`config.mk`:
```
export PLATFORM = sky130hd
export DESIGN_NAME = burst_arbiter
export DESIGN_NICKNAME = d
export VERILOG_FILES = /design/src/logic/frame_buf_pkg.sv /design/src/logic/burst_arbiter.sv
export VERILOG_INCLUDE_DIRS = /design/src /design/src/logic
export SDC_FILE = /design/constraint.sdc
export NUM_CORES = 1
export LEC_CHECK = 0
export BUFFER_PORTS_ARGS = -buffer_cell sky130_fd_sc_hd__clkbuf_2
export CORE_MARGIN = 2
export CORE_UTILIZATION = 34
export DETAILED_ROUTE_END_ITERATION = 7
export PLACE_DENSITY_LB_ADDON = 0.2
export SETUP_SLACK_MARGIN = 0.3
export SKIP_LAST_GASP = 1
export SYNTH_ARGS = -nofsm -noshare
export SYNTH_HDL_FRONTEND = slang
export SYNTH_SLANG_ARGS = --single-unit
```
`constraint.sdc`:
```
create_clock -name ref_clk_bypass -period 1.43 [get_ports ref_clk_bypass]
set_clock_uncertainty 0.2 [all_clocks]
set_input_delay 0.286 -clock ref_clk_bypass [delete_from_list [all_inputs] [get_ports ref_clk_bypass]]
set_output_delay 0.286 -clock ref_clk_bypass [all_outputs]
set_load 0.01 [all_outputs]
```
`src/logic/frame_buf_config.svh`:
```
`ifndef FRAME_BUF_CONFIG_SVH
`define FRAME_BUF_CONFIG_SVH

// word and address widths
`define FB_DATA_W      32
`define FB_ADDR_W      8

`define FB_BURST_LEN   8    // words per burst as a power of two
`define FB_MEM_DEPTH   256
`define FB_FIFO_DEPTH  16   // two bursts

`endif
```
`src/logic/frame_buf_pkg.sv`:
```
`default_nettype none
`include "frame_buf_config.svh"

package frame_buf_pkg;

  typedef logic [`FB_DATA_W-1:0] word_t;
  typedef logic [`FB_ADDR_W-1:0] addr_t;

  typedef enum logic {
    op_write = 1'b0,
    op_read  = 1'b1
  } burst_op_e;

  // side that won the last grant
  typedef enum logic {
    last_wr = 1'b0,
    last_rd = 1'b1
  } arb_state_e;

endpackage

`default_nettype wire

```
`src/logic/burst_arbiter.sv`:
```
`timescale 1ns/1ps
`default_nettype none

module burst_arbiter (
  input  wire                        ref_clk_bypass,
  input  wire                        rst_n,
  input  wire                        wr_req_valid,
  input  wire  frame_buf_pkg::addr_t wr_req_addr,
  input  wire                        rd_req_valid,
  input  wire  frame_buf_pkg::addr_t rd_req_addr,
  input  wire                        cmd_ready,
  output logic                       wr_req_ready,
  output logic                       rd_req_ready,
  output logic                       cmd_valid,
  output frame_buf_pkg::burst_op_e   cmd_op,
  output frame_buf_pkg::addr_t       cmd_addr
);

  frame_buf_pkg::arb_state_e last_grant;
  logic                      slot_free;
  logic                      pick_rd;

  assign slot_free    = !cmd_valid || cmd_ready;   // refill as engine takes it
  assign pick_rd      = rd_req_valid &&
                        (!wr_req_valid || last_grant == frame_buf_pkg::last_wr);
  assign wr_req_ready = slot_free && wr_req_valid && !pick_rd;
  assign rd_req_ready = slot_free && pick_rd;

  always_ff @(posedge ref_clk_bypass or negedge rst_n) begin
    if (!rst_n) begin
      cmd_valid  <= 1'b0;
      last_grant <= frame_buf_pkg::last_rd;
    end else if (wr_req_ready) begin
      cmd_valid  <= 1'b1;
      last_grant <= frame_buf_pkg::last_wr;
    end else if (rd_req_ready) begin
      cmd_valid  <= 1'b1;
      last_grant <= frame_buf_pkg::last_rd;
    end else if (cmd_ready) begin
      cmd_valid  <= 1'b0;
    end
  end

  always_ff @(posedge ref_clk_bypass) begin
    if (wr_req_ready) begin
      cmd_op   <= frame_buf_pkg::op_write;
      cmd_addr <= wr_req_addr;
    end else if (rd_req_ready) begin
      cmd_op   <= frame_buf_pkg::op_read;
      cmd_addr <= rd_req_addr;
    end
  end

  a_cmd_hold: assert property (@(posedge ref_clk_bypass) disable iff (!rst_n)
    cmd_valid && !cmd_ready |=> cmd_valid && $stable(cmd_op) && $stable(cmd_addr));

endmodule

`default_nettype wire

```
* Word-level counts from Yosys, hierarchy flattened
Cells that the tools add are included.
Operators by class: muxes and demuxes 7, reductions and logical operators 11, bitwise gates (word level) 1
Operators by type and width (count):
- two-way mux 8 bit | 2
- two-way mux 1 bit | 5
- logical AND 1 bit | 4
- zero test 1 bit | 3
- nonzero test 3 bit | 1
- logical OR 1 bit | 2
- nonzero test 2 bit | 1
- NOT 1 bit | 1
Word-level totals: bits of input ports 21, flip-flop bits (word level) 11, logic and storage cells 23, output and inout bits 12

* Longest topological paths before layout
Gate-level depths: netlist of the first run.
word-level depth 6, mapped depth 3, gate-level depth less buffers 3

* Worst setup path after synthesis of the first run
Ideal clock, no wire load.
path type flip-flop to flip-flop, start point register last_grant, end point register cmd_addr[0], data pin, cell stages (with the launch flop) 4, setup time 260 ps, buffers on the path 0, data required time 970 ps, path slack -103 ps, clock period less this slack 1533 ps, arrival 1073 ps, path through dfstp_2 nand2b_1 nand3_4 mux2_2
On the way: word-level cells in the longest chain between the ends 6
Ends and longest elaborated chain:
- from (decl) | RTL line burst_arbiter.sv:19 | frame_buf_pkg::arb_state_e last_grant;
- from (signal assigned) | RTL line burst_arbiter.sv:32 | last_grant <= frame_buf_pkg::last_rd;
- from (signal assigned) | RTL line burst_arbiter.sv:35 | last_grant <= frame_buf_pkg::last_wr;
- from (signal assigned) | RTL line burst_arbiter.sv:38 | last_grant <= frame_buf_pkg::last_rd;
- NOT 1 bit | RTL line burst_arbiter.sv:25 | (!wr_req_valid || last_grant == frame_buf_pkg::last_wr);
- logical OR 1 bit | RTL line burst_arbiter.sv:25
- logical AND 1 bit | RTL line burst_arbiter.sv:24 | assign pick_rd = rd_req_valid &&
- zero test 1 bit | RTL line burst_arbiter.sv:26 | assign wr_req_ready = slot_free && wr_req_valid && !pick_rd;
- logical AND 1 bit | RTL line burst_arbiter.sv:26
- two-way mux 8 bit | RTL line burst_arbiter.sv:45 | if (wr_req_ready) begin
- to (signal assigned) | RTL line burst_arbiter.sv:47 | cmd_addr <= wr_req_addr;
- to (signal assigned) | RTL line burst_arbiter.sv:50 | cmd_addr <= rd_req_addr;
- to (decl) | RTL line burst_arbiter.sv:16 | output frame_buf_pkg::addr_t cmd_addr
Every way passes these cells. A chain may end at the register's enable or synchronous reset.

* Worst setup path in the final report of the first run
start point register last_grant, end point register cmd_addr[1], data pin
Same word-level chain as after synthesis.

==> results.cfg, run 1 <==
[run_status]
status = finished with violations
violations = negative setup slack

[routing]
drc = 0
num_vias = 398
vias_per_cell = 4.422
avgRoutedWirePerCell_um = 10.27
finalWirelength_um = 924
drt_iter0_drc = 3
first_pass_iters = 3
ant_nets = 0

[setup_path]
r2r_slack_ps = -180
r2r_start = last_grant
crit_type = flip-flop to flip-flop
worstSetupStartpointType = flip-flop
crit_fanout = 9
worstPathArrival_ps = 1420
rr_endpoint = cmd_addr[1]
crit_path_end_kind = flip-flop
reg2reg_depth = 4
worst_ep_required_time_ps = 1240

[clock_network]
cts_buffers = 3
cts.path.max_buffers = 2
clock-root-buffer = clkbuf_4
htreeDepth = 1
insertion_delay_ps = 250
cts_tree = built
clock_sinks = 11
clkTransAtPathRegs_ps = 70

[sta]
finalSetupViolCount = 10
hold_violations = 0
period_needed_ps = 1609
fmax_ghz = 0.6214
max_slew_margin_pct = 89.14
rsz0062_at_grt = true
tightest_slew_ps = 162.1
setup_ws_ps = -179.3
fin_crit_sh_pct = 112.5
final_max_slew_viol_count = 0
whs_ps = 127.5

[hold_path]
hold_path_end = cmd_addr[3]
hp-class = input pin to flip-flop
hold_depth = 2
hold_start = wr_req_addr[3]

[power]
power_leakage_uw = 0.0003739
finalPower_uw = 796.9
irDropWorstVdd_v = 0.0006427
power_density_mw_per_mm2 = 1019

[synth]
synth_fp_nets = 53
ys_async_sr_fraction_pct = 18.18
synth_top_cell_by_area = edfxtp_1
ys_seq_area_share_pct = 64.34
ys_types = 15
synth_area_sq_um = 484.2
yosys_warnings = 0
synth_flop_cell = edfxtp_1
syn_avg_cell_area_sq_um = 15.13
yosys-top-cells-count = 8 x edfxtp_1, 8 x mux2_2, 2 x a21oi_1, 2 x inv_1, 2 x nand2_1
synthCells = 32
synth_edf_count = 8
synth_seq_cells = 11
synth_top_area_share_pct = 49.61
synth_top_cells_by_area = edfxtp_1 50%, mux2_2 19%, dfstp_2 5.4%

[global_routing]
antenna_found_initial = 0
grt-ovfl-total = 0
grt_util_all_layers_pct = 11.38
grt_max_degree = 10
grt_first_pass_wirelength_um = 1518
grt_pass1_vias = 356

[placement]
place_congestion = 0.6270
portBuffers = 32
place_area_sq_um = 713.2
hpwl_um = 743.1

[floorplanning]
coreArea_sq_mm = 0.001318
fp-row-count = 13
io_pins = 33
start_util_pct = 36.75
die_x_um = 41.74
die_y_um = 41.74
die_area_sq_mm = 0.001742

[final_layout]
area_growth_pct = 61.50
fin_util_pct = 59.35
nets = 97
drive_above_1_share_pct = 76.00
post-route-cell-area_sq_um = 782.0
num_antenna_cells = 0

[job]
cap_violations = 0
==> final cells by class <==
type,count,area (sq um)
fill,116,535.5
sequential,11,312.8
timing repair buffer,39,227.7
multi-input combinational,19,188.9
clock buffer,4,26.28
tap,15,18.77
inverter,2,7.507
==> layer usage <==
metal  up-vias  part of all wire [%]  global-route usage, %
li1        206                     -                      -
met3         2                   9.2                  4.348
met1       170                    40                  12.95
met4         0                  0.87                  3.871
met5         -                     0                      0
met2        20                    50                  19.38
==> worst max-delay path by stage <==
stage | startpoint | to | slack [ps] | cells after the start
finish | last_grant | cmd_addr[1] | -180 | 4
global route | last_grant | wr_req_ready | -220 | 4
CTS | last_grant | wr_req_ready | -200 | 4
detailed placement | last_grant | cmd_addr[1] | -100 | 3
global placement | last_grant | cmd_addr[1] | -90 | 3
floorplan | last_grant | cmd_addr[0] | -60 | 3
==> cells in the final DEF, fill, tap and decap left out <==
cell type and count:
a21boi_0 1, a21oi_1 1, a21oi_2 1, a31oi_1 1, buf_2 2, buf_4 6, buf_6 2, clkbuf_1 1
clkbuf_2 28, clkbuf_4 3, dfrtp_1 1, dfstp_2 1, dfxtp_2 1, dlygate4sd3_1 1, edfxtp_1 8, inv_1 1
inv_2 1, mux2_2 8, nand2_1 2, nand2b_4 2, nand3_4 1, nor2_1 1, o21a_4 1
==> flip-flops by register name, summed over array words and instances, names as in the netlist <==
register    flops
cmd_addr        8
cmd_op          1
cmd_valid       1
last_grant      1
==> critical path: stages, from the launching register on <==
cell      delay [ps]
dfstp_2          530
nand2b_4         120
nand3_4           60
buf_4            170
mux2_2           270
==> kinds of logic (layout without fill, tap and decap cells) <==
kind of cell           count (synthesis)  in the layout  synth area share [%]
DFF                                   11             11                 64.34
muxes                                  8              8                 18.61
and+or+nand+nor                        6              6                 9.046
AOI/OAI and AO/OA                      5              5                 6.462
buffers and inverters                  2             45                 1.551
==> stage by stage <==
| step | setup TNS, ps | worst slack [ps] | instances |
|---|---|---|---|
| after floorplan | -508.6 | -63.57 | 32 |
| after global placement | -683.9 | -86.81 | 83 |
| after detailed placement | -766.4 | -102.2 | 83 |
| after CTS | -1832 | -204.5 | 89 |
| after global routing | -2143 | -219.5 | 90 |
| final | -1672 | -179.3 | 90 |
==> power by group <==
part	switching, uW	total [uW]	leakage [uW]	internal, uW
clock network	92.6	200	0.0000150	108
registers	12.8	399	0.000106	387
logic	80.9	197	0.000253	117
total	186	797	0.000374	611
==> timing repair <==
item                                   4_1_cts  5_1_grt
hold buffers                                 1        0
setup buffers                                1        1
resized for setup                            2        7
setup endpoints to repair                   29       30
endpoints found under the hold margin        2        0
(Power assumes the default switching activity.)
==> inputs of run 2 (changes only) <==
--- a/config.mk
+++ b/config.mk
@@ -9,6 +9,7 @@
 export BUFFER_PORTS_ARGS = -buffer_cell sky130_fd_sc_hd__clkbuf_2
 export CORE_MARGIN = 2
 export CORE_UTILIZATION = 34
+export CTS_CLUSTER_DIAMETER = 100
 export DETAILED_ROUTE_END_ITERATION = 7
 export PLACE_DENSITY_LB_ADDON = 0.2
 export SETUP_SLACK_MARGIN = 0.3
==> constraint.sdc (replaced) <==
create_clock -name ref_clk_bypass -period 1.43 [get_ports ref_clk_bypass]
set_clock_uncertainty 0.2 [all_clocks]
set_input_delay 0 -clock ref_clk_bypass [delete_from_list [all_inputs] [get_ports ref_clk_bypass]]
set_output_delay 0 -clock ref_clk_bypass [all_outputs]
set_load 0.01 [all_outputs]
==> run 2 against run 1 <==
The flow still finishes with violations (negative setup slack). First-iteration DRC count is 33% higher. Utilization is 15 points higher. Combinational power is 22% higher. Sequential share of layout area is 8.1 points lower. Fmax is 5.5% higher. Sequential power hardly changed. Critical path depth is 1 lower. Register-to-register slack better by 80 ps. Count of clock-buffer cells in the layout stayed put. Wire length is 49% higher. Cell count is 20% higher. Clock power is 4% higher. Critical path type unchanged.
==> results.cfg, run 2 (same netlist as run 1, synthesis figures left out) <==
[floorplanning]
die_area_sq_mm = 0.001742
die_y_um = 41.74
io_pins = 33
fp-row-count = 13
coreArea_sq_mm = 0.001318
die_x_um = 41.74
start_util_pct = 36.75

[run_status]
violations = negative setup slack
status = finished with violations

[power]
power.switching_uw = 210.9
p_int_uw = 636.4
irDropWorstVdd_v = 0.0005410
sw_frac_of_total_pct = 24.89
clkPwrFrac_pct = 24.6
pwr-share-comb_pct = 28.4
finalPower_uw = 847.3
power_leakage_uw = 0.0004520
seqPwrFrac_pct = 47.0
power_density_mw_per_mm2 = 867.0

[routing]
first_pass_iters = 3
drt_iter0_drc = 4
finalWirelength_um = 1376
drc = 0
vias_per_cell = 4.500
num_vias = 486
ant_nets = 0
avgRoutedWirePerCell_um = 12.74

[final_layout]
num_antenna_cells = 0
drive_above_1_share_pct = 59.14
fin_util_pct = 74.17
nets = 115
final_cell_mix = 30 x clkbuf_2, 20 x dlygate4sd3_1, 8 x mux2_2, 8 x edfxtp_1, 4 x buf_6
final_common_cell = clkbuf_2
fill_cells = 85
largest_register = cmd_addr
area_growth_pct = 101.8
stdcell_count = 108
largest_reg_flops = 8

[setup_path]
cp_slowest_cell = dfstp_2
critical-path-top-delay-family = flip-flops
crit_type = flip-flop to flip-flop
crit_path_end_kind = flip-flop
worstSetupStartpointType = flip-flop
slowest_delay_ps = 530
worstPathArrival_ps = 1340
crit_chain = nand2b_4, nand3_4, mux2_2
crit_fanout = 5
worst_ep_required_time_ps = 1240
path_buf_inv = 0

[clock_network]
cts_tree = built
clock_sinks = 11
insertion_delay_ps = 260
cts.path.max_buffers = 2
clock-root-buffer = clkbuf_4
clkTransAtPathRegs_ps = 70
htreeDepth = 1
cts_buffers = 3

[global_routing]
grt-ovfl-total = 0
grt_pass1_vias = 527
grt_max_degree = 9
grt_util_all_layers_pct = 17.36
grt_first_pass_wirelength_um = 2242
antenna_found_initial = 0

[placement]
portBuffers = 32
place_congestion = 0.7219
dpl.cell_count = 81
hpwl_um = 704.6

[sta]
fin_tns_setup_ps = -694.0
final_max_slew_viol_count = 0
fmax_ghz = 0.6553
hold_violations = 0
rsz0062_at_grt = true
finalSetupViolCount = 9
fin_crit_sh_pct = 106.7
whs_ps = 5.244
max_slew_margin_pct = 88.03
tightest_slew_ps = 179.6
setup_ws_ps = -95.92
period_needed_ps = 1526

[job]
cap_violations = 0

[hold_path]
hp-class = input pin to flip-flop
run 2: cell types whose count changed in the layout (fill, tap and decap cells not counted), sizes merged:
cell / delta
dlygate4sd3: +19
buf: -4
clkbuf: +2
nand3: +1
run 2: worst paths after layout:
path                                   start           to  slack, ps  depth (start not counted)
worst min register to register        cmd_op       cmd_op        260                          2
min in group asynchronous              rst_n   last_grant         20                          2
worst max-delay path              last_grant  cmd_addr[2]       -100                          3
worst min-delay path            rd_req_valid  cmd_addr[3]          5                          2
max in group asynchronous              rst_n    cmd_valid        520                          3
worst max register to register    last_grant  cmd_addr[2]       -100                          3
run 2: area by class of cell:
type	count	area (sq um)	area share, %
Tap cell	15	18.77	1.921
Clock buffer	4	26.28	2.689
Timing Repair Buffer	56	407.9	41.74
Multi-Input combinational cell	20	205.2	21.00
Sequential cell	11	311.5	31.88
Inverter	2	7.507	0.7682
run 2: worst reg2reg max path, delay by kind of cell (launching register included):
family,cells,cell delay (ps)
AND/OR/NAND/NOR,2,250
flip-flops,1,530
multiplexers,1,290
run 2: metrics by stage:
stage	setup slack (ps)	cell area [sq um]
after floorplan	-63.57	504.2
after global placement	-86.36	698.2
after detailed placement	-110.0	698.2
after CTS	-90.66	953.4
after global routing	-128.5	977.2
final	-95.92	977.2
run 2: timing repair:
item,in CTS,in global routing
endpoints found under the setup margin,19,21
gates resized for setup,4,6
hold endpoints to repair,13,0
buffers inserted,1,1
hold buffers,20,0
cloned,1,0
run 2: power groups by stage:
stage	logic, uW	clock network (uW)	registers (uW)
floorplan	74.5	0	419
global placement	168	0	404
detailed placement	170	0	405
CTS	227	216	398
global route	259	237	402
finish	240	208	399
run 2: layer usage:
layer  vias to the layer above  part of all wire, %  track usage (%)
li1                        245                    -                -
met1                       223                   38            17.81
met2                        18                   57            34.69
met3                         0                  4.4            3.913
met4                         0                    0            3.871
met5                         -                    0                0
