<file path="src/logic/frame_buf_config.svh">
`ifndef FRAME_BUF_CONFIG_SVH
`define FRAME_BUF_CONFIG_SVH

// word and address widths
`define FB_DATA_W      32
`define FB_ADDR_W      8

`define FB_BURST_LEN   8    // words per burst as a power of two
`define FB_MEM_DEPTH   256
`define FB_FIFO_DEPTH  16   // two bursts

`endif
</file>
<file path="src/logic/frame_buf_pkg.sv">
`default_nettype none
`include "frame_buf_config.svh"

package frame_buf_pkg;

  typedef logic [`FB_DATA_W-1:0] word_t;
  typedef logic [`FB_ADDR_W-1:0] addr_t;

  typedef enum logic {
    op_write = 1'b0,
    op_read  = 1'b1
  } burst_op_e;

  // side that won the last grant
  typedef enum logic {
    last_wr = 1'b0,
    last_rd = 1'b1
  } arb_state_e;

endpackage

`default_nettype wire

</file>
<file path="src/logic/wr_burst_ctrl.sv">
`timescale 1ns/1ps
`default_nettype none
`include "frame_buf_config.svh"

module wr_burst_ctrl (
  input  wire                        ref_clk_bypass,
  input  wire                        rst_n,
  input  wire                        wr_enable,
  input  wire  frame_buf_pkg::addr_t wr_b_addr,
  input  wire  frame_buf_pkg::addr_t wr_e_addr,   // last word of region
  input  wire                        in_valid,
  input  wire  frame_buf_pkg::word_t in_data,
  input  wire                        wr_req_ready,
  input  wire                        wr_pop,
  output logic                       in_ready,
  output logic                       wr_req_valid,
  output frame_buf_pkg::addr_t       wr_req_addr,
  output frame_buf_pkg::word_t       wr_word
);

  localparam int PTR_W = $clog2(`FB_FIFO_DEPTH);
  localparam int CNT_W = PTR_W + 1;

  frame_buf_pkg::word_t fifo_mem [0:`FB_FIFO_DEPTH-1];
  logic [PTR_W-1:0]     wr_ptr;
  logic [PTR_W-1:0]     rd_ptr;
  logic [CNT_W-1:0]     fifo_cnt;
  logic [CNT_W-1:0]     unclaimed;   // staged but not yet requested
  logic [`FB_ADDR_W:0]  next_addr;
  logic                 push;
  logic                 req_take;

  assign in_ready     = wr_enable && (fifo_cnt != CNT_W'(`FB_FIFO_DEPTH));
  assign push         = in_valid && in_ready;
  assign wr_req_valid = wr_enable && (unclaimed >= CNT_W'(`FB_BURST_LEN));
  assign req_take     = wr_req_valid && wr_req_ready;
  assign wr_word      = fifo_mem[rd_ptr];   // head word taken on pop
  assign next_addr    = {1'b0, wr_req_addr} + (`FB_ADDR_W+1)'(`FB_BURST_LEN);

  always_ff @(posedge ref_clk_bypass) begin
    if (push) begin
      fifo_mem[wr_ptr] <= in_data;
    end
  end

  always_ff @(posedge ref_clk_bypass or negedge rst_n) begin
    if (!rst_n) begin
      wr_ptr      <= '0;
      rd_ptr      <= '0;
      fifo_cnt    <= '0;
      unclaimed   <= '0;
      wr_req_addr <= '0;
    end else begin
      if (push) begin
        wr_ptr <= wr_ptr + 1'b1;
      end
      if (wr_pop) begin
        rd_ptr <= rd_ptr + 1'b1;
      end
      case ({push, wr_pop})
        2'b10:   fifo_cnt <= fifo_cnt + 1'b1;
        2'b01:   fifo_cnt <= fifo_cnt - 1'b1;
        default: fifo_cnt <= fifo_cnt;
      endcase
      case ({push, req_take})
        2'b10:   unclaimed <= unclaimed + 1'b1;
        2'b01:   unclaimed <= unclaimed - CNT_W'(`FB_BURST_LEN);
        2'b11:   unclaimed <= unclaimed - CNT_W'(`FB_BURST_LEN - 1);
        default: unclaimed <= unclaimed;
      endcase
      if (!wr_enable) begin
        wr_req_addr <= wr_b_addr;
      end else if (req_take) begin
        wr_req_addr <= (next_addr > {1'b0, wr_e_addr}) ? wr_b_addr
                                                        : next_addr[`FB_ADDR_W-1:0];
      end
    end
  end

  a_wr_fifo_bound: assert property (@(posedge ref_clk_bypass) disable iff (!rst_n)
    fifo_cnt <= CNT_W'(`FB_FIFO_DEPTH));
  a_wr_pop_staged: assert property (@(posedge ref_clk_bypass) disable iff (!rst_n)
    wr_pop |-> fifo_cnt != '0);   // engine only pops claimed words

endmodule

`default_nettype wire

</file>
<file path="config.mk">
export PLATFORM = sky130hd
export DESIGN_NAME = wr_burst_ctrl
export DESIGN_NICKNAME = d
export VERILOG_FILES = /design/src/logic/frame_buf_pkg.sv /design/src/logic/wr_burst_ctrl.sv
export VERILOG_INCLUDE_DIRS = /design/src /design/src/logic
export SDC_FILE = /design/constraint.sdc
export NUM_CORES = 1
export LEC_CHECK = 0
export BUFFER_PORTS_ARGS = -buffer_cell sky130_fd_sc_hd__clkbuf_2
export CAP_MARGIN = 25
export CORE_MARGIN = 8
export CORE_UTILIZATION = 55
export CTS_CLUSTER_DIAMETER = 200
export DETAILED_ROUTE_END_ITERATION = 8
export GPL_TIMING_DRIVEN = 1
export PLACE_DENSITY = 0.8
export SLEW_MARGIN = 25
export SYNTH_ARGS = -nofsm -noshare
export SYNTH_HDL_FRONTEND = slang
export SYNTH_SLANG_ARGS = --single-unit
</file>
<file path="constraint.sdc">
create_clock -name ref_clk_bypass -period 2.4 [get_ports ref_clk_bypass]
set_clock_uncertainty 0.1 [all_clocks]
set_input_delay 0.24 -clock ref_clk_bypass [delete_from_list [all_inputs] [get_ports ref_clk_bypass]]
set_output_delay 0.24 -clock ref_clk_bypass [all_outputs]
set_load 0.005 [all_outputs]
</file>
* Yosys cells after proc, flatten, opt, wreduce, memory -nomap -nowiden
Memories as Yosys holds them, arrays and structs flattened. Index checks and enable logic that the tools add are counted.
Storage, ports and cells: output and inout port bits 42, memories kept 1, logic and storage cells 36, register bits 26, input port bits 54, bits in writable memories 512
Operators by class: muxes and demuxes 7, reduce and logical (&&, ||, !) cells 6, equal/unequal tests 7, add/subtract/negate cells 8, magnitude comparators 2
Memories:
- fifo_mem | words 16, bits a word 32, rd ports 1, clocked after memory_dff 0, wr ports 1, RTL line wr_burst_ctrl.sv:24 | frame_buf_pkg::word_t fifo_mem [0:`FB_FIFO_DEPTH-1];
Operators with widths (count):
- 2-to-1 mux 8 bit | 3
- case mux 5 bit (3 select lines) | 1
- adder 5 x 1 -> 5 bit (second input constant) | 2
- case mux 5 bit (2 select lines) | 1
- adder 8 x 4 -> 9 bit (second input constant) | 1
- greater-than comparator 9 x 8 -> 1 bit | 1
- adder 4 x 1 -> 4 bit (second input constant) | 2
- == test 2 bit (second input constant) | 3
- greater-or-equal comparator 5 x 4 -> 1 bit (second input constant) | 1
- inequality test 5 bit (second input constant) | 1
- subtractor 5 x 1 -> 5 bit (second input constant) | 1
- subtractor 5 x 3 -> 5 bit (second input constant) | 1
- subtractor 5 x 4 -> 5 bit (second input constant) | 1
- == test 2 x 1 -> 1 bit (second input constant) | 2
- logical AND 1 bit | 4
- nonzero test 3 bit | 1
- 2-to-1 mux 1 bit | 2
- inequality test 2 x 1 -> 1 bit (second input constant) | 1
- nonzero test 2 bit | 1

* Longest topological paths before layout
Gate-level depths: netlist of the first run.
depth after elaboration 5, mapped depth 12, gate-level depth less buffers 11

* Worst setup path after synthesis of the first run
OpenSTA, ideal clock, no wires.
path kind reg-to-reg, start register fifo_cnt[0], end register fifo_cnt[4], data required time 2175 ps, library setup time 125 ps, buffers on the path 1, data arrival time 2398 ps, cell stages (with the launch flop) 13, period minus slack after synthesis 2623 ps, path slack -223 ps, cells stage by stage dfrtp_1 > nor4_1 > a21oi_1 > and2_1 > clkbuf_1 > inv_2 > ha_1 > fa_1 > a21o_1 > a21oi_1 > xor2_1 > nor2_1 > xor2_1
On the way: word-level cells in the longest chain between the ends 5, elaborated cells between the ends (all ways) 9, classes of those cells 2 x add/sub; 3 x eq/ne; 1 x mux; 3 x reduce/logical
Ends and longest elaborated chain:
- start, declared | RTL line wr_burst_ctrl.sv:27 | logic [CNT_W-1:0] fifo_cnt;
- start signal, assigned | RTL line wr_burst_ctrl.sv:61 | 2'b10: fifo_cnt <= fifo_cnt + 1'b1;
- start signal, assigned | RTL line wr_burst_ctrl.sv:62 | 2'b01: fifo_cnt <= fifo_cnt - 1'b1;
- start signal, assigned | RTL line wr_burst_ctrl.sv:63 | default: fifo_cnt <= fifo_cnt;
- inequality test 5 bit (*) | RTL line wr_burst_ctrl.sv:33 | assign in_ready = wr_enable && (fifo_cnt != CNT_W'(`FB_FIFO_DEPTH));
- logical AND 1 bit (*) | RTL line wr_burst_ctrl.sv:33
- via in_ready | RTL line wr_burst_ctrl.sv:15 | output logic in_ready,
- logical AND 1 bit (*) | RTL line wr_burst_ctrl.sv:34 | assign push = in_valid && in_ready;
- == test 2 x 1 -> 1 bit or == test 2 bit (tied branches) | RTL line wr_burst_ctrl.sv:60 | case ({push, wr_pop})
- case mux 5 bit (2 select lines) or nonzero test 2 bit (tied branches)
Mark *: on every way through the listed nets, which the timed path passes. The rest lies on a longest branch. A chain may end at the register's enable or synchronous reset.

* Final worst setup path of the first run
start register rd_ptr[0], end output port wr_word[6]
On the way: word-level cells in the longest chain between the ends 1
Ends and longest elaborated chain:
- start, declared | RTL line wr_burst_ctrl.sv:26 | logic [PTR_W-1:0] rd_ptr;
- start signal, assigned | RTL line wr_burst_ctrl.sv:58 | rd_ptr <= rd_ptr + 1'b1;
- memory (16 x 32 bit)
- end, declared | RTL line wr_burst_ctrl.sv:18 | output frame_buf_pkg::word_t wr_word
No other way between the ends.

==> run_results.csv, run 1 <==
group,metric,value,unit
sta,slew_viol_final,0,
final_layout,areaGrowthSynthToFinish,20.6,%
sta,relSlewSlack,51.9,%
final_layout,nets,1225,
die,io_pins,96,
synth,synth_top_area_cell,"edfxtp_1",
drt,avgRoutedWirePerCell,28.3,um
synth,synthCells,900,
die,core.rowCount,71,
synth,synth_ff_type,"edfxtp_1",
synth,ys_seq_elements,538,
cts,clkLatencyLatePin,0.59,ns
outcome,status,"finished, violations left",
sta,timing.fmax,0.340,GHz
critical_path,endpoint_kind,"output port",
sta,period_share,123,%
sta,worst_pin_slew,0.722,ns
cts,cts_tree,"built",
die,die-width,211,um
cts,cts.sinks,538,
drt,drtPass1Iterations,5,
power,leakagePower,8.55,nW
critical_path,crit_arrival,2.61,ns
hold_path,min_path_type,"in2reg",
synth,async_flop_share,4.83,%
die,initial_core_util,55.7,%
global_routing,grt_max_degree,27,
die,core_area,37700,um^2
drt,via_count,10355,
sta,setup_viol,32,
final_layout,post-route-util,67.2,%
drt,routed_via_density,6.10,
cts,clk_path_buf_depth,3,
critical_path,worst-r2r-cell-count,11,
hold_path,holdPathStages,4,
sta,hold_viol_final,0,
sta,worst_slack,-0.545,ns
cts,cts_buffers,50,
placement,place.gp.congestion,0.763,
synth,synth_commonest_cells,"edfxtp_1, mux4_2, dfrtp_1",
critical_path,critPathKind,"reg2out",
synth,synth_most_common_cell,"edfxtp_1",
synth,synth-seq-area-share,76.3,%
synth,syn-cell-area,21000,um^2
placement,dp_hpwl,25100,um
global_routing,overflow,0,
synth,synth_cell_type_count,37,
global_routing,grt_usage,21.5,%
synth,synth-edff-count,512,
power,p_per_area,1120,nW/um^2
drt,ant_nets,0,
global_routing,grt_pass1_wl,70100,um
drt,drt_wl_total,48000,um
final_layout,layout-drive-gt1-share,40.0,%
cts,h-tree-depth,2,
synth,synth_area_per_cell,23.3,um^2
drt,drtIter0Drc,902,
placement,io_buffers,95,
global_routing,antenna_found_initial,0,
cts,clk_pin_slew_worst_paths,0.06,ns
sta,holdWs,0.0994,ns
die,die_area,44700,um^2
die,die_y,211,um
synth,synth.net_count,977,
critical_path,required,2.06,ns
sta,rsz0062_at_grt,"true",
cts,root_buffer,"clkbuf_16",
sta,post-route-min-period,2.95,ns
critical_path,start_kind,"flip-flop",
synth,yosysWarnings,0,
synth,synth_top_area_share,73.2,%
critical_path,crit_fanout,7,
outcome,violations,"negative setup slack",
global_routing,grt_pass1_vias,11121,
flow_run,drv_cap,0,
drt,route.detailed.drc,0,
power,vdd_drop_max,0.616,mV
synth,ys_top_cells_by_area,"edfxtp_1, mux4_2, dfrtp_1",
## critical path: stages (launching register included)
cell       delay, ns
dfrtp_4         0.48
buf_4           0.19
clkbuf_16       0.18
mux4_2          0.53
mux4_2          0.50
clkbuf_2        0.14
## cell families (layout without fill, tap and decap cells)
kind of cell / after synthesis / after routing / share of synthesized area (%)
DFF: 538 / 538 / 76.3
muxes: 169 / 169 / 17.6
buffers and inverters: 63 / 348 / 1.56
and+or+nand+nor: 56 / 56 / 1.36
AOI/OAI and AO/OA: 32 / 32 / 0.924
adders and majority gates: 23 / 23 / 1.41
xor gates and xnor gates: 19 / 19 / 0.793
other: 0 / 1 / 0
## cell type report
cell class	count	area (um^2)
antenna	1	2.50
sequential	538	16000
tap	511	639
clock inverter	24	186
inverter	22	85.1
multi-input combinational	299	4830
timing repair buffer	237	2200
clock buffer	65	1350
fill	2311	12300
## sequential cells by signal (all words and copies together) (netlist names)
| name | flops |
|---|---|
| fifo_mem | 512 |
| wr_ptr | 4 |
| unclaimed | 5 |
| rd_ptr | 4 |
| wr_req_addr | 8 |
| fifo_cnt | 5 |
## final timing paths
check | start | endpoint | slack, ns
min reg2reg | fifo_cnt[4] | fifo_cnt[4] | 0.40
max in group asynchronous | rst_n | rd_ptr[0] | 1.53
min | in_valid | unclaimed[0] | 0.1
max reg2reg | wr_req_addr[3] | wr_req_addr[3] | 0.01
min in group asynchronous | rst_n | wr_req_addr[3] | 0.13
max | rd_ptr[0] | wr_word[6] | -0.55
## through the flow
step	setup WS, ns	instances	instance area [um^2]	setup TNS, ns	total power, mW
after floorplan	-0.131	900	21000	-0.131	16.9
after global placement	0.000236	1541	22900	0	19.9
final	-0.545	1697	25300	-15.81	28.4
after CTS	-0.587	1685	25100	-17.18	28.2
after global routing	-0.616	1696	25300	-19.33	29.5
after detailed placement	-0.0910	1541	22900	-0.135	20.1
## layer usage
metal  up-vias  GRT usage, %  routed length, um
met3        96          4.90               3770
met1      5450          26.7              17800
met5         -             0                  0
met2       510          37.2              25000
li1       4299             -                  -
met4         0          7.45               1340
## power breakdown
part	switching [mW]	internal (mW)	leakage (nW)
Clock	3.34	4.19	0.760
Sequential	0.437	11.0	4.91
Combinational	4.23	5.23	2.88
## repair_timing
| item | CTS | global route |
|---|---|---|
| buffers inserted | 10 | 8 |
| hold buffers | 44 | 0 |
| cloned | 1 | 3 |
| setup endpoints to repair | 37 | 43 |
| hold endpoints to repair | 550 | 0 |
| resized for setup | 17 | 25 |
| pin swaps | 10 | 21 |
## placed cells by master (no fill, tap or decap), types with 4 or more instances in the layout
cell type      instances
buf_12                33
mux4_2               160
a21oi_1                5
xor2_1                 5
mux2i_1                4
clkbuf_1              12
clkbuf_2              95
buf_4                 54
edfxtp_1             512
buf_6                  4
nand4_1                4
o21ai_0                8
inv_1                 19
and3_2                 4
clkbuf_16             54
clkinv_2              10
dfrtp_1               21
dlygate4sd3_1         44
nor2_1                 9
ha_4                   5
ha_1                  17
nand2_1               14
xnor2_1               11
clkinv_1               8
and2_2                12
(Power assumes the default switching activity.)
==> run 2, diff against run 1 <==
GPL_ROUTABILITY_DRIVEN = 0   (was default)
SKIP_LAST_GASP = 1   (was default)
==> run 2 against run 1 <==
The run still ends with negative setup slack left. Register-to-register slack barely moved. Cell area did not move. Count of clock-buffer cells in the layout did not move. Clock power barely moved. Worst hold slack barely moved. Combinational power barely moved. Critical path type unchanged. Largest power group unchanged.
==> run_results.csv, run 2 (synthesis gave the netlist of run 1 again) <==
group,metric,value,unit
cts,clk_path_buf_depth,3,
final_layout,layout-drive-gt1-share,40.0,%
die,initial_core_util,55.7,%
cts,h-tree-depth,2,
die,core_area,37700,um^2
final_layout,reg.largest.list,"fifo_mem x512, wr_req_addr x8",
placement,dp_slack,-0.0910,ns
drt,routed_via_density,6.09,
cts,cts_tree,"built",
global_routing,grt_pass1_vias,11121,
power,pwr-share-seq,40.2,%
final_layout,regMostFlops,"fifo_mem",
power,leakagePower,8.55,nW
sta,worst_slack,-0.559,ns
final_layout,final_cell_mix,"edfxtp_1, mux4_2, clkbuf_2",
outcome,violations,"negative setup slack",
flow_run,drv_cap,0,
drt,ant_nets,0,
critical_path,endpoint_kind,"output port",
critical_path,required,2.06,ns
power,p_comb_share,33.4,%
cts,clkLatencyLatePin,0.59,ns
drt,drt_wl_total,48000,um
sta,final.setup.tns,-16.04,ns
die,die-width,211,um
cts,clk_pin_slew_worst_paths,0.06,ns
sta,rsz0062_at_grt,"true",
global_routing,grt_pass1_wl,70100,um
power,vdd_drop_max,0.616,mV
global_routing,grt_max_degree,27,
power,total_power,28.4,mW
critical_path,path_buf_inv,3,
cts,cts.sinks,538,
sta,period_share,123,%
placement,dpl-instance-area,22900,um^2
final_layout,largest_register_ffs,512,
sta,hold_viol_final,0,
critical_path,crit_slowest_cell,"mux4_2",
power,p_per_area,1120,nW/um^2
final_layout,num-fill-cells,2311,
critical_path,crit_family,"multiplexers",
drt,route.detailed.drc,0,
drt,drtPass1Iterations,5,
critical_path,crit_top_cell,"mux4_2",
final_layout,final_common_cell,"edfxtp_1",
drt,via_count,10327,
sta,timing.fmax,0.338,GHz
global_routing,antenna_found_initial,0,
critical_path,crit_arrival,2.62,ns
critical_path,crit_fanout,7,
critical_path,crit_chain,"buf_4 -> clkbuf_16 -> mux4_2 -> mux4_2 -> clkbuf_2",
critical_path,cpPeakStageDelay,0.53,ns
sta,post-route-min-period,2.96,ns
drt,drtIter0Drc,909,
die,core.rowCount,71,
sta,setup_viol,32,
final_layout,finish.instance_area,25300,um^2
drt,avgRoutedWirePerCell,28.3,um
final_layout,nets,1225,
sta,relSlewSlack,51.9,%
outcome,status,"finished, violations left",
cts,root_buffer,"clkbuf_16",
die,io_pins,96,
critical_path,critPathKind,"reg2out",
global_routing,overflow,0,
die,die_area,44700,um^2
final_layout,areaGrowthSynthToFinish,20.6,%
power,clkPwrFrac,26.5,%
cts,cts_buffers,50,
power,swShare,28.2,%
placement,dp_hpwl,25100,um
die,die_y,211,um
placement,io_buffers,95,
power,internal-power,20.4,mW
power,p_switching,8.01,mW
hold_path,min_path_type,"in2reg",
sta,slew_viol_final,0,
critical_path,start_kind,"flip-flop",
global_routing,grt_usage,21.5,%
sta,worst_pin_slew,0.721,ns
[run 2: cell counts in the layout (fill, tap and decap cells not counted)]
No cell type changed its count.
[run 2: power by group through the flow]
stage | Combinational [mW] | Clock [mW] | Sequential [mW]
after floorplan | 5.53 | 0 | 11.4
after global placement | 8.36 | 0 | 11.5
after detailed placement | 8.53 | 0 | 11.6
after CTS | 9.11 | 7.65 | 11.4
after global routing | 10.1 | 7.99 | 11.5
final | 9.47 | 7.52 | 11.4
[run 2: cell type report]
class	count	area [um^2]	share of cell area [%]
well taps	511	639	2.52
clock buffers	65	1350	5.33
multi-input cells	299	4830	19.1
repair buffers	237	2200	8.68
inverters	22	85.1	0.336
clock inverters	24	186	0.736
diodes	1	2.50	0.00988
flip-flops and latches	538	16000	63.3
[run 2: layer usage]
layer | routed length (um) | GRT usage, %
met4 | 1340 | 7.45
met1 | 18000 | 26.7
met3 | 3660 | 4.90
met5 | 0 | 0
met2 | 25100 | 37.2
[run 2: final timing paths]
path                            cells past startpoint             end      startpoint  slack (ns)
worst min register to register                      1     fifo_cnt[4]     fifo_cnt[4]        0.40
worst max register to register                     11  wr_req_addr[3]  wr_req_addr[3]        0.01
max in group asynchronous                           2       rd_ptr[0]           rst_n        1.53
worst min-delay path                                4    unclaimed[0]        in_valid         0.1
worst max-delay path                                5      wr_word[6]       rd_ptr[0]       -0.56
min in group asynchronous                           2  wr_req_addr[3]           rst_n        0.13
[run 2: metrics by stage]
step,utilization (%),cells,hold WS (ns)
global route,67.2,1696,0.113
CTS,66.6,1685,0.0699
finish,67.2,1697,0.0996
global placement,60.8,1541,0.210
detailed placement,60.8,1541,0.231
floorplan,-,900,-0.156
[run 2: worst reg2reg max path, cell delays in order, from the launching register on]
cell and delay [ns]:
dfrtp_2 0.44, and3_4 0.21, xnor2_2 0.13, ha_1 0.31
buf_6 0.11, o21ai_2 0.05, a21oi_2 0.13, o22ai_2 0.10
o21ai_2 0.23, buf_12 0.16, nor3_1 0.04, a311o_1 0.27
[run 2: what timing repair did]
item / in CTS / in global routing
pin swaps: 9 / 21
buffers inserted: 10 / 8
gates cloned: 1 / 3
resized for setup: 17 / 25
hold endpoints to repair: 550 / 0
setup endpoints to repair: 37 / 43
hold buffers: 44 / 0
