`src/logic/frame_buf_config.svh`:
```
`ifndef FRAME_BUF_CONFIG_SVH
`define FRAME_BUF_CONFIG_SVH

// word and address widths
`define FB_DATA_W      32
`define FB_ADDR_W      8

`define FB_BURST_LEN   8    // words per burst as a power of two
`define FB_MEM_DEPTH   256
`define FB_FIFO_DEPTH  16   // two bursts

`endif
```
`src/logic/frame_buf_pkg.sv`:
```
`default_nettype none
`include "frame_buf_config.svh"

package frame_buf_pkg;

  typedef logic [`FB_DATA_W-1:0] word_t;
  typedef logic [`FB_ADDR_W-1:0] addr_t;

  typedef enum logic {
    op_write = 1'b0,
    op_read  = 1'b1
  } burst_op_e;

  // side that won the last grant
  typedef enum logic {
    last_wr = 1'b0,
    last_rd = 1'b1
  } arb_state_e;

endpackage

`default_nettype wire

```
`src/logic/rd_burst_ctrl.sv`:
```
`timescale 1ns/1ps
`default_nettype none
`include "frame_buf_config.svh"

module rd_burst_ctrl (
  input  wire                        ref_clk_bypass,
  input  wire                        rst_n,
  input  wire                        rd_enable,
  input  wire  frame_buf_pkg::addr_t rd_b_addr,
  input  wire  frame_buf_pkg::addr_t rd_e_addr,   // last word of region
  input  wire                        rd_req_ready,
  input  wire                        rd_push,
  input  wire  frame_buf_pkg::word_t rd_word,
  input  wire                        out_ready,
  output logic                       rd_req_valid,
  output frame_buf_pkg::addr_t       rd_req_addr,
  output logic                       out_valid,
  output frame_buf_pkg::word_t       out_data
);

  localparam int PTR_W = $clog2(`FB_FIFO_DEPTH);
  localparam int CNT_W = PTR_W + 1;

  frame_buf_pkg::word_t fifo_mem [0:`FB_FIFO_DEPTH-1];
  logic [PTR_W-1:0]     wr_ptr;
  logic [PTR_W-1:0]     rd_ptr;
  logic [CNT_W-1:0]     fifo_cnt;
  logic [CNT_W-1:0]     in_flight;   // requested but not yet pushed
  logic [CNT_W:0]       committed;
  logic [`FB_ADDR_W:0]  next_addr;
  logic                 pop;
  logic                 req_take;

  assign out_valid    = (fifo_cnt != '0);
  assign out_data     = fifo_mem[rd_ptr];
  assign pop          = out_valid && out_ready;
  assign committed    = {1'b0, fifo_cnt} + {1'b0, in_flight};
  // credit check for room of a whole burst
  assign rd_req_valid = rd_enable &&
                        (committed <= (CNT_W+1)'(`FB_FIFO_DEPTH - `FB_BURST_LEN));
  assign req_take     = rd_req_valid && rd_req_ready;
  assign next_addr    = {1'b0, rd_req_addr} + (`FB_ADDR_W+1)'(`FB_BURST_LEN);

  always_ff @(posedge ref_clk_bypass) begin
    if (rd_push) begin
      fifo_mem[wr_ptr] <= rd_word;
    end
  end

  always_ff @(posedge ref_clk_bypass or negedge rst_n) begin
    if (!rst_n) begin
      wr_ptr      <= '0;
      rd_ptr      <= '0;
      fifo_cnt    <= '0;
      in_flight   <= '0;
      rd_req_addr <= '0;
    end else begin
      if (rd_push) begin
        wr_ptr <= wr_ptr + 1'b1;
      end
      if (pop) begin
        rd_ptr <= rd_ptr + 1'b1;
      end
      case ({rd_push, pop})
        2'b10:   fifo_cnt <= fifo_cnt + 1'b1;
        2'b01:   fifo_cnt <= fifo_cnt - 1'b1;
        default: fifo_cnt <= fifo_cnt;
      endcase
      case ({req_take, rd_push})
        2'b10:   in_flight <= in_flight + CNT_W'(`FB_BURST_LEN);
        2'b01:   in_flight <= in_flight - 1'b1;
        2'b11:   in_flight <= in_flight + CNT_W'(`FB_BURST_LEN - 1);
        default: in_flight <= in_flight;
      endcase
      if (!rd_enable) begin
        rd_req_addr <= rd_b_addr;
      end else if (req_take) begin
        rd_req_addr <= (next_addr > {1'b0, rd_e_addr}) ? rd_b_addr
                                                        : next_addr[`FB_ADDR_W-1:0];
      end
    end
  end

  // the credit count must keep engine pushes from ever meeting a full FIFO
  a_rd_no_overflow: assert property (@(posedge ref_clk_bypass) disable iff (!rst_n)
    rd_push && !pop |-> fifo_cnt < CNT_W'(`FB_FIFO_DEPTH));

endmodule

`default_nettype wire

```
`config.mk`:
```
export PLATFORM = sky130hd
export DESIGN_NAME = rd_burst_ctrl
export DESIGN_NICKNAME = d
export VERILOG_FILES = /design/src/logic/frame_buf_pkg.sv /design/src/logic/rd_burst_ctrl.sv
export VERILOG_INCLUDE_DIRS = /design/src /design/src/logic
export SDC_FILE = /design/constraint.sdc
export NUM_CORES = 1
export LEC_CHECK = 0
export BUFFER_PORTS_ARGS = -buffer_cell sky130_fd_sc_hd__clkbuf_2
export CORE_MARGIN = 3
export CORE_UTILIZATION = 50
export CTS_BUF_LIST = sky130_fd_sc_hd__clkbuf_16
export CTS_CLUSTER_SIZE = 28
export DETAILED_ROUTE_END_ITERATION = 8
export PLACE_DENSITY = 0.7
export SLEW_MARGIN = 15
export SYNTH_ARGS = -nofsm -noshare
export SYNTH_HDL_FRONTEND = slang
export SYNTH_SLANG_ARGS = --single-unit
```
`constraint.sdc`:
```
create_clock -name ref_clk_bypass -period 3.1 [get_ports ref_clk_bypass]
set_input_delay 0.62 -clock ref_clk_bypass [delete_from_list [all_inputs] [get_ports ref_clk_bypass]]
set_output_delay 0.62 -clock ref_clk_bypass [all_outputs]
set_load 0.005 [all_outputs]
```
After elaboration in Yosys (flattened, before gate mapping) --
Memories as Yosys holds them, arrays and structs flattened. Index checks and enable logic that the tools add are counted.
Cells by class: add/subtract/negate cells 9, order comparisons 2, eq/ne operators 6, multiplexer cells 7, reductions and logical operators 6
Operator list (count):
- 8-bit 2-to-1 mux | 3
- 5-bit case mux with 3 select lines | 1
- 5-bit case mux with 2 select lines | 1
- 5-bit by 1-bit subtractor with 5-bit output, second input constant | 2
- 8-bit by 4-bit adder with 9-bit output, second input constant | 1
- 9-bit by 8-bit greater-than comparator with 1-bit output | 1
- 4-bit by 1-bit adder with 4-bit output, second input constant | 2
- 5-bit by 5-bit adder with 6-bit output | 1
- 2-bit == test, second input constant | 3
- 6-bit by 4-bit <= comparator with 1-bit output, second input constant | 1
- 5-bit by 1-bit adder with 5-bit output, second input constant | 1
- 5-bit by 3-bit adder with 5-bit output, second input constant | 1
- 5-bit by 4-bit adder with 5-bit output, second input constant | 1
- 5-bit nonzero test | 1
- 2-bit by 1-bit == test with 1-bit output, second input constant | 2
- 1-bit logical AND | 3
- 3-bit nonzero test | 1
- 1-bit 2-to-1 mux | 2
- 2-bit by 1-bit inequality test with 1-bit output, second input constant | 1
- 2-bit nonzero test | 1
Storage, ports and cells: register bits after elaboration 26, bits in writable memories 512, input port bits 54, output and inout port bits 42, logic and storage cells 36, memories kept 1
Memory list:
- fifo_mem | depth 16, width 32, read ports 1, clocked after memory_dff 0, wr ports 1, RTL line rd_burst_ctrl.sv:24 | frame_buf_pkg::word_t fifo_mem [0:`FB_FIFO_DEPTH-1];

Depth between registers and ports, before layout --
Gate-level depths: netlist of run 1.
depth in word-level cells 6, gate-level depth with buffers 13, depth with buffers taken out 12

Worst setup path before layout of run 1 --
OpenSTA, ideal clock, no wires.
path kind input to register, start input port rd_push, end memory fifo_mem[0][0] in the netlist's numbering, enable pin, library setup time 0.461 ns, data arrival time 3.277 ns, data required time 2.639 ns, path slack -0.638 ns, stages 3, buffers on the path 1, cell sequence clkbuf_1 nand2_1 nor3_1
Between the ends: cells in the longest elaborated chain, start to end 2
RTL lines:
- from (decl) | RTL line rd_burst_ctrl.sv:12 | input wire rd_push,
- 1-bit 2-to-1 mux | RTL line rd_burst_ctrl.sv:45 | if (rd_push) begin
- 1-bit 2-to-1 mux (not written as such) | RTL line rd_burst_ctrl.sv:46 | fifo_mem[wr_ptr] <= rd_word;
- to (decl) | RTL line rd_burst_ctrl.sv:24
No other way between the ends.

Worst setup path in the final report of run 1 --
start register rd_ptr[0], end output port out_data[5]
Between the ends: cells in the longest elaborated chain, start to end 1
RTL lines:
- from (decl) | RTL line rd_burst_ctrl.sv:26 | logic [PTR_W-1:0] rd_ptr;
- from (signal assigned) | RTL line rd_burst_ctrl.sv:62 | rd_ptr <= rd_ptr + 1'b1;
- memory read 16 x 32 bit
- to (decl) | RTL line rd_burst_ctrl.sv:18 | output frame_buf_pkg::word_t out_data
No other way between the ends.

==> results.yml, run 1 <==
flow_run:
  maxCapViolCount: 0
logic_synthesis:
  yosys_warnings: 0
  synth_top_area_cell: "edfxtp_1"
  synth_compound_area_frac: 0.0130
  synthAdderAreaFrac: 0.0167
  synth_xor_area_frac: 0.00830
  synth_mux_area_frac: 0.175
  synthFlopType: "edfxtp_1"
  avgSynthCellArea_um2: 23.1
  synthTopCellsByArea: "edfxtp_1, mux4_2, dfrtp_1, ha_1, clkbuf_1"
  syn_area_um2: 21100
  yosys.area_share.simple: 0.0152
  synthCells: 914
  seq_area_frac_synth: 0.760
  synth_fp_nets: 995
  ys_async_sr_fraction: 0.0483
  synth.top_cell.area_share: 0.729
  ys_seq_elements: 538
  synth_edf_count: 512
  yosysUniqueCellTypes: 47
  synth_top_family_by_area: "multiplexers"
critical_path:
  rrSetupSlack_ns: 0.01
  crit_end: "out_data[5]"
  crit_required_ns: 2.48
  critPathMaxFanout: 7
  regToRegEndpoint: "in_flight[4]"
  crit_path_start_kind: "flip-flop"
  r2r_cells: 15
  critPathKind: "flip-flop to output pin"
  crit_start: "rd_ptr[0]"
  timing.rr.start: "fifo_cnt[1]"
  crit_path_end_kind: "output pin"
  crit_arrival_ns: 2.62
power:
  p_leak_nw: 8.37
  ir_drop_uv: 526
  power.total_mw: 23.2
  power-per-cell-area_nw_per_um2: 929
final_layout:
  fillers: 2846
  final-seq-area_um2: 16000
  multi_input_area_um2: 5000
  fin_cells: 1677
  final_util: 0.604
  design_area_um2: 24900
  layout-drive-gt1-share: 0.392
  area_growth_pct: 18.2
  nets: 1185
grt:
  grt_pass1_vias: 10553
  gr-total-overflow: 0
  grt_usage: 0.205
  grt_max_degree: 35
  grt_pass1_wl_mm: 67.1
  antenna_found_initial: 2
timing:
  fin_skew_ns: 0.0116
  fmax_ghz: 0.309
  rsz0062_at_grt: "yes"
  drv_slew: 0
  setup_viol: 32
  relSlewSlack: 0.490
  max_slew.worst_pin.slew_ns: 0.765
  finalHoldViolations: 0
  fin_crit_sh: 1.04
  setup_tns_ns: -2.61
  setup_slack_ns: -0.139
  min_period_ns: 3.24
place:
  placed_cells: 1543
  gp_congestion: 0.771
  portBuffers: 95
  dpl_cell_area_um2: 22800
  dp.final_hpwl_mm: 24.2
floorplan:
  start_util: 0.511
  die-area_um2: 44700
  rows: 74
  io_pins: 96
  die_x_um: 211
  core_region_area_um2: 41300
  die_h_um: 211
clock_network:
  path_clk_slew_ns: 0.06
  cts.path.max_buffers: 3
  cts_sinks: 538
  clk_latency_ns: 0.58
  cts_tree: "done"
  root_buffer: "clkbuf_16"
  cts_made_buffers: 53
  htreeDepth: 2
hold_path:
  hp-class: "input port to asynchronous set/reset pin"
drt:
  via_per_inst: 5.92
  routedWlPerCell_um: 26.4
  antenna_left: 0
  wl_mm: 44.3
  first_pass_iters: 5
  dr_total_vias: 9924
  drc: 0
  drt_iter0_drc: 892
run_status:
  violations: "setup timing"
  status: "finished with violations"
[cells in the mapped netlist (4+ instances only)]
library cell,number
nand2_1,22
nand3_1,4
o21ai_0,9
buf_2,13
edfxtp_1,512
nand4_1,5
xor2_1,10
a21oi_1,6
dfrtp_1,26
nor2_1,15
ha_1,25
inv_1,21
mux4_2,160
nor3_1,5
buf_1,4
xnor2_1,10
clkbuf_1,24
[registers in the layout (all words and copies together) (netlist names)]
name,count
fifo_cnt,5
rd_ptr,4
in_flight,5
fifo_mem,512
rd_req_addr,8
wr_ptr,4
[critical path, cell delays in order (launching register included)]
cell,delay (ns)
dfrtp_4,0.47
buf_12,0.17
buf_12,0.13
buf_16,0.12
mux4_2,0.49
mux4_2,0.51
clkbuf_2,0.14
[logic make-up (layout without fill, tap and decap cells)]
group	count (synthesis)	in the layout
xor+xnor	20	20
fa+ha+maj	27	27
compound gates	35	35
other cells	0	1
simple gates	64	64
flops	538	538
mux	167	167
buf+inv	63	293
[stage by stage]
stage          setup WS, ns  hold slack (ns)
6_report             -0.139            0.103
5_1_grt              -0.208            0.146
4_1_cts              -0.173            0.110
3_5_place_dp          0.127            0.481
3_3_place_gp          0.147            0.479
2_1_floorplan         0.216            0.324
[power breakdown]
group | switching [mW] | internal (mW) | total (mW)
Clock | 2.56 | 3.09 | 5.64
Sequential | 0.448 | 8.84 | 9.29
Combinational | 3.75 | 4.48 | 8.23
[what timing repair did]
item	in CTS	in global routing
setup buffers	26	4
gates cloned	9	1
pin swaps	6	4
resized for setup	22	9
hold buffers	0	0
endpoints found under the setup margin	33	34
[final cells by class]
class | count | area share
antenna | 1 | 0.000100
clock buffer | 53 | 0.0532
clock inverter | 42 | 0.00758
inverter | 21 | 0.00316
multi-input combinational | 313 | 0.201
sequential | 538 | 0.643
tap | 532 | 0.0267
timing repair buffer | 177 | 0.0656
[cells in the final DEF (no fill, tap or decap), drive strengths merged, types with 15 or more instances in the layout]
| master | n |
|---|---|
| edfxtp | 512 |
| ha | 25 |
| inv | 35 |
| clkbuf | 147 |
| nor2 | 15 |
| nand2 | 22 |
| clkinv | 27 |
| buf | 83 |
| mux4 | 160 |
| dfrtp | 26 |
[how the worst min path moves through the flow]
stage | start | endpoint | slack (ns) | cells past startpoint
after floorplan | rst_n | fifo_cnt[0] | 0.32 | 0
after global placement | in_flight[4] | in_flight[4] | 0.48 | 1
after detailed placement | in_flight[4] | in_flight[4] | 0.48 | 1
after CTS | rst_n | rd_req_addr[2] | 0.11 | 1
after global routing | rst_n | fifo_cnt[2] | 0.15 | 1
final | rst_n | fifo_cnt[1] | 0.10 | 1
[layer usage]
| layer | part of all wire | track usage |
|---|---|---|
| met1 | 0.41 | 0.289 |
| met2 | 0.50 | 0.337 |
| met3 | 0.061 | 0.0360 |
| met4 | 0.021 | 0.0598 |
| met5 | 0.00029 | 0 |
(Power assumes the default switching activity.)
==> inputs of run 2 (changes only) <==
--- a/config.mk
+++ b/config.mk
@@ -15,2 +15,3 @@
 export PLACE_DENSITY = 0.7
+export SKIP_LAST_GASP = 1
 export SLEW_MARGIN = 15
--- a/constraint.sdc
+++ b/constraint.sdc
@@ -3,2 +3,2 @@
 set_output_delay 0.62 -clock ref_clk_bypass [all_outputs]
-set_load 0.005 [all_outputs]
+set_load 0.01 [all_outputs]
==> results.yml, run 2 (synthesis gave the netlist of run 1 again) <==
final_layout:
  multi_input_area_um2: 5000
  final_cell_mix: "edfxtp_1, mux4_2, clkbuf_2"
  largest_register: "fifo_mem"
  nets: 1183
  largest_reg_flops: 512
  final-seq-area_um2: 16000
  fin_cells: 1677
  layout-drive-gt1-share: 0.392
  mostFrequentLayoutCell: "edfxtp_1"
  reg.largest.list: "fifo_mem x512, rd_req_addr x8"
  area_growth_pct: 18.2
  fillers: 2878
  final_util: 0.604
clock_network:
  root_buffer: "clkbuf_16"
  cts_made_buffers: 52
  clk_latency_ns: 0.60
  cts_sinks: 538
  path_clk_slew_ns: 0.06
  ctsHoldBuffers: 0
  cts_tree: "done"
  cts.path.max_buffers: 3
  htreeDepth: 2
critical_path:
  crit_end: "out_data[26]"
  crit_required_ns: 2.48
  r2r_cells: 13
  crit_path_end_kind: "output pin"
  critPathKind: "flip-flop to output pin"
  timing.rr.start: "fifo_cnt[3]"
  crit_arrival_ns: 2.64
  rrSetupSlack_ns: 0.09
  crit_start: "rd_ptr[0]"
  crit_path_start_kind: "flip-flop"
  critPathMaxFanout: 5
  regToRegEndpoint: "in_flight[4]"
timing:
  setup_viol: 33
  max_slew.worst_pin.slew_ns: 0.819
  rsz0062_at_grt: "yes"
  drv_slew: 0
  setup_slack_ns: -0.163
  min_period_ns: 3.26
  fin_crit_sh: 1.05
  finalHoldViolations: 0
  fmax_ghz: 0.306
  hold_ws_ns: 0.103
  fin_skew_ns: 0.0149
  relSlewSlack: 0.454
power:
  p_leak_nw: 8.41
  ir_drop_uv: 593
  power-per-cell-area_nw_per_um2: 947
drt:
  drt_iter0_drc: 961
  routedWlPerCell_um: 26.6
  drt-met1-wl_mm: 18.7
  drc: 0
  antenna_left: 0
  first_pass_iters: 5
  top_layer: "met5"
  dr_total_vias: 9944
  wl_mm: 44.7
  via_per_inst: 5.93
  wl_met3_mm: 2.76
  wl_met2_mm: 22.1
place:
  placed_cells: 1544
  dp.final_hpwl_mm: 23.6
  gp_congestion: 0.777
  portBuffers: 95
floorplan:
  start_util: 0.511
  rows: 74
  io_pins: 96
  die_h_um: 211
  die_x_um: 211
  die-area_um2: 44700
  core_region_area_um2: 41300
grt:
  grt_max_degree: 58
  grt_pass1_vias: 10438
  antenna_found_initial: 2
  grt_pass1_wl_mm: 67.2
  gr-total-overflow: 0
  grt_usage: 0.206
hold_path:
  hp-class: "input port to asynchronous set/reset pin"
run_status:
  violations: "setup timing"
  status: "finished with violations"
flow_run:
  maxCapViolCount: 0
==> run 2: cell count changes in the layout (fill, tap and decap cells not counted), moves of 2 or more <==
| cell | change |
|---|---|
| buf_12 | -11 |
| buf_4 | +9 |
| buf_8 | +2 |
| bufinv_16 | +4 |
| clkinv_1 | -6 |
| ha_2 | -2 |
| inv_1 | +5 |
| inv_16 | +2 |
| inv_6 | -2 |
==> run 2: worst max-delay path: stages (launching register included) <==
cell	delay (ns)
dfrtp_4	0.49
buf_6	0.17
clkbuf_16	0.16
mux4_2	0.51
mux4_2	0.55
clkbuf_2	0.17
==> run 2: what timing repair did <==
item                       in CTS  in global routing
pin swaps                       5                  8
gates resized for setup        22                 12
setup endpoints to repair      33                 34
buffers inserted               17                 10
cloned                          8                  2
==> run 2: cell type report <==
cell class,instances,area share
antenna,1,0.000100
clock buffer,53,0.0532
clock inverter,43,0.0127
inverter,21,0.00316
multi-input combinational,313,0.201
sequential,538,0.643
tap,532,0.0267
timing repair buffer,176,0.0601
==> run 2: through the flow <==
stage | power [mW] | area [µm²] | setup TNS (ns) | worst slack, ns
final | 23.6 | 24900 | -3.74 | -0.163
after global routing | 24.7 | 24900 | -6.54 | -0.226
after CTS | 23.6 | 24800 | -5.15 | -0.220
after detailed placement | 16.7 | 22700 | 0 | 0.0902
after global placement | 16.6 | 22700 | 0 | 0.169
after floorplan | 14.2 | 21100 | 0 | 0.216
==> run 2: worst min path at each step <==
stage	from	to	slack, ns
global route	rst_n	rd_req_addr[2]	0.16
finish	rst_n	rd_req_addr[7]	0.10
CTS	rst_n	fifo_cnt[3]	0.12
global placement	in_flight[4]	in_flight[4]	0.48
floorplan	rst_n	fifo_cnt[0]	0.32
detailed placement	in_flight[4]	in_flight[4]	0.48
==> run 2: routing by layer <==
metal,vias up,track usage
li1,4254,-
met1,5266,0.299
met2,349,0.332
met3,73,0.0325
met4,2,0.0589
met5,-,0
==> run 2: power breakdown <==
| part | internal (mW) | leakage, nW | switching, mW |
|---|---|---|---|
| sequential | 8.84 | 4.93 | 0.415 |
| clock | 3.44 | 0.875 | 2.65 |
| combinational | 4.30 | 2.61 | 3.97 |
==> inputs of run 3 (changes only) <==
PLACE_DENSITY = 0.67   (was 0.7)
clock period = 3.6 ns   (was 3.1 ns; I/O delays follow)
==> results.yml, run 3 (synthesis gave the netlist of run 1 again) <==
critical_path:
  cp_slowest_stage_delay_ns: 0.43
  worst_path_dominant_cell_family: "simple AND/OR/NAND/NOR gates"
  crit_path_end_kind: "output pin"
  path_cells: "ha_1 > fa_2 > a311oi_2 > nor4_2 > or3_4 > and3_2 > clkbuf_2"
  critPathMaxFanout: 5
  crit_path_start_kind: "flip-flop"
  critPathSlowestCell: "dfrtp_1"
  crit_arrival_ns: 2.73
  critPathKind: "flip-flop to output pin"
  worst-path-buf-inv: 1
  crit_required_ns: 2.88
final_layout:
  largest_reg_flops: 512
  area_growth_pct: 16.0
  nets: 1138
  final_cell_mix: "edfxtp_1, mux4_2, clkbuf_2"
  mostFrequentLayoutCell: "edfxtp_1"
  largest_register: "fifo_mem"
  reg.largest.list: "fifo_mem x512, rd_req_addr x8"
  layout-drive-gt1-share: 0.366
  final_util: 0.593
timing:
  rsz0062_at_grt: "no"
  max_slew.worst_pin.slew_ns: 0.736
  setup_viol: 0
  relSlewSlack: 0.509
  drv_slew: 0
  fin_crit_sh: 0.958
  fin_skew_ns: 0.0148
  min_period_ns: 3.45
  finalHoldViolations: 0
  fmax_ghz: 0.290
  setup_tns_ns: 0
  hold_ws_ns: 0.189
power:
  p_leak_nw: 8.13
  ir_drop_uv: 640
  power-per-cell-area_nw_per_um2: 810
grt:
  grt_pass1_vias: 10310
  grt_pass1_wl_mm: 65.2
  met1_usage: 0.278
  grt.busiest_layer: "met2"
  antenna_found_initial: 4
  use_met2: 0.331
  grt_usage: 0.200
  gr-total-overflow: 0
  grt_max_degree: 73
  gr-usage-met3: 0.0362
floorplan:
  die-area_um2: 44700
  io_pins: 96
  die_x_um: 211
  die_h_um: 211
  start_util: 0.511
  rows: 74
  core_region_area_um2: 41300
drt:
  via_per_inst: 5.87
  routedWlPerCell_um: 26.4
  dr_total_vias: 9601
  drc: 0
  antenna_left: 0
  wl_mm: 43.2
  drt_iter0_drc: 995
  first_pass_iters: 7
clock_network:
  htreeDepth: 2
  cts_made_buffers: 53
  ctsHoldBuffers: 0
  clk_latency_ns: 0.58
  cts.path.max_buffers: 3
  cts_sinks: 538
  cts_tree: "done"
  path_clk_slew_ns: 0.06
  root_buffer: "clkbuf_16"
place:
  gp_congestion: 0.751
  portBuffers: 95
  dp.final_hpwl_mm: 23.1
hold_path:
  hp-class: "input port to asynchronous set/reset pin"
run_status:
  status: "complete, no violations"
flow_run:
  maxCapViolCount: 0
-- run 3: cell types whose count changed in the layout (fill, tap and decap cells not counted), sizes merged --
cell and change:
clkinv -4, clkbuf +3, bufinv +5, diode +3, buf -47, clkinvlp +4
inv -5
-- run 3: cell type report --
cell class | instances | area, µm²
Antenna cell | 4 | 10.0
Clock buffer | 55 | 1380
Clock inverter | 43 | 430
Fill cell | 2895 | 16800
Inverter | 21 | 78.8
Multi-Input combinational cell | 313 | 4940
Sequential cell | 538 | 16000
Tap cell | 532 | 666
Timing Repair Buffer | 130 | 933
-- run 3: through the flow --
stage | setup slack [ns] | std cells | total power [mW] | area [µm²]
final | 0.150 | 1636 | 19.8 | 24500
after global routing | 0.0403 | 1633 | 20.7 | 24500
after CTS | 0.00829 | 1627 | 20.0 | 24400
after detailed placement | 0.599 | 1529 | 14.4 | 22600
after global placement | 0.664 | 1529 | 14.3 | 22600
after floorplan | 0.0928 | 914 | 12.3 | 21100
-- run 3: power breakdown --
part	switching [mW]	internal [mW]
clock network	2.25	3.40
logic	3.05	3.06
registers	0.452	7.61
total	5.75	14.1
-- run 3: worst paths after layout --
check / start / endpoint / slack (ns) / depth (start not counted)
min reg2reg: in_flight[4] / in_flight[4] / 0.48 / 1
max reg2reg: fifo_cnt[1] / in_flight[4] / 0.68 / 10
min in group ref_clk_bypass: rd_b_addr[0] / rd_req_addr[0] / 0.37 / 2
min: rst_n / fifo_cnt[4] / 0.19 / 1
max: fifo_cnt[0] / rd_req_valid / 0.15 / 7
max in group asynchronous: rst_n / rd_ptr[0] / 2.86 / 1
-- run 3: routing by layer --
layer,share of wire,up-vias
li1,-,4167
met1,0.41,5084
met2,0.51,286
met3,0.061,62
met4,0.019,2
met5,0.00042,-
-- run 3: repair_timing --
action	in CTS	in global routing
buffers inserted	0	5
hold endpoints to repair	0	0
setup endpoints to repair	0	5
gates resized for setup	0	3
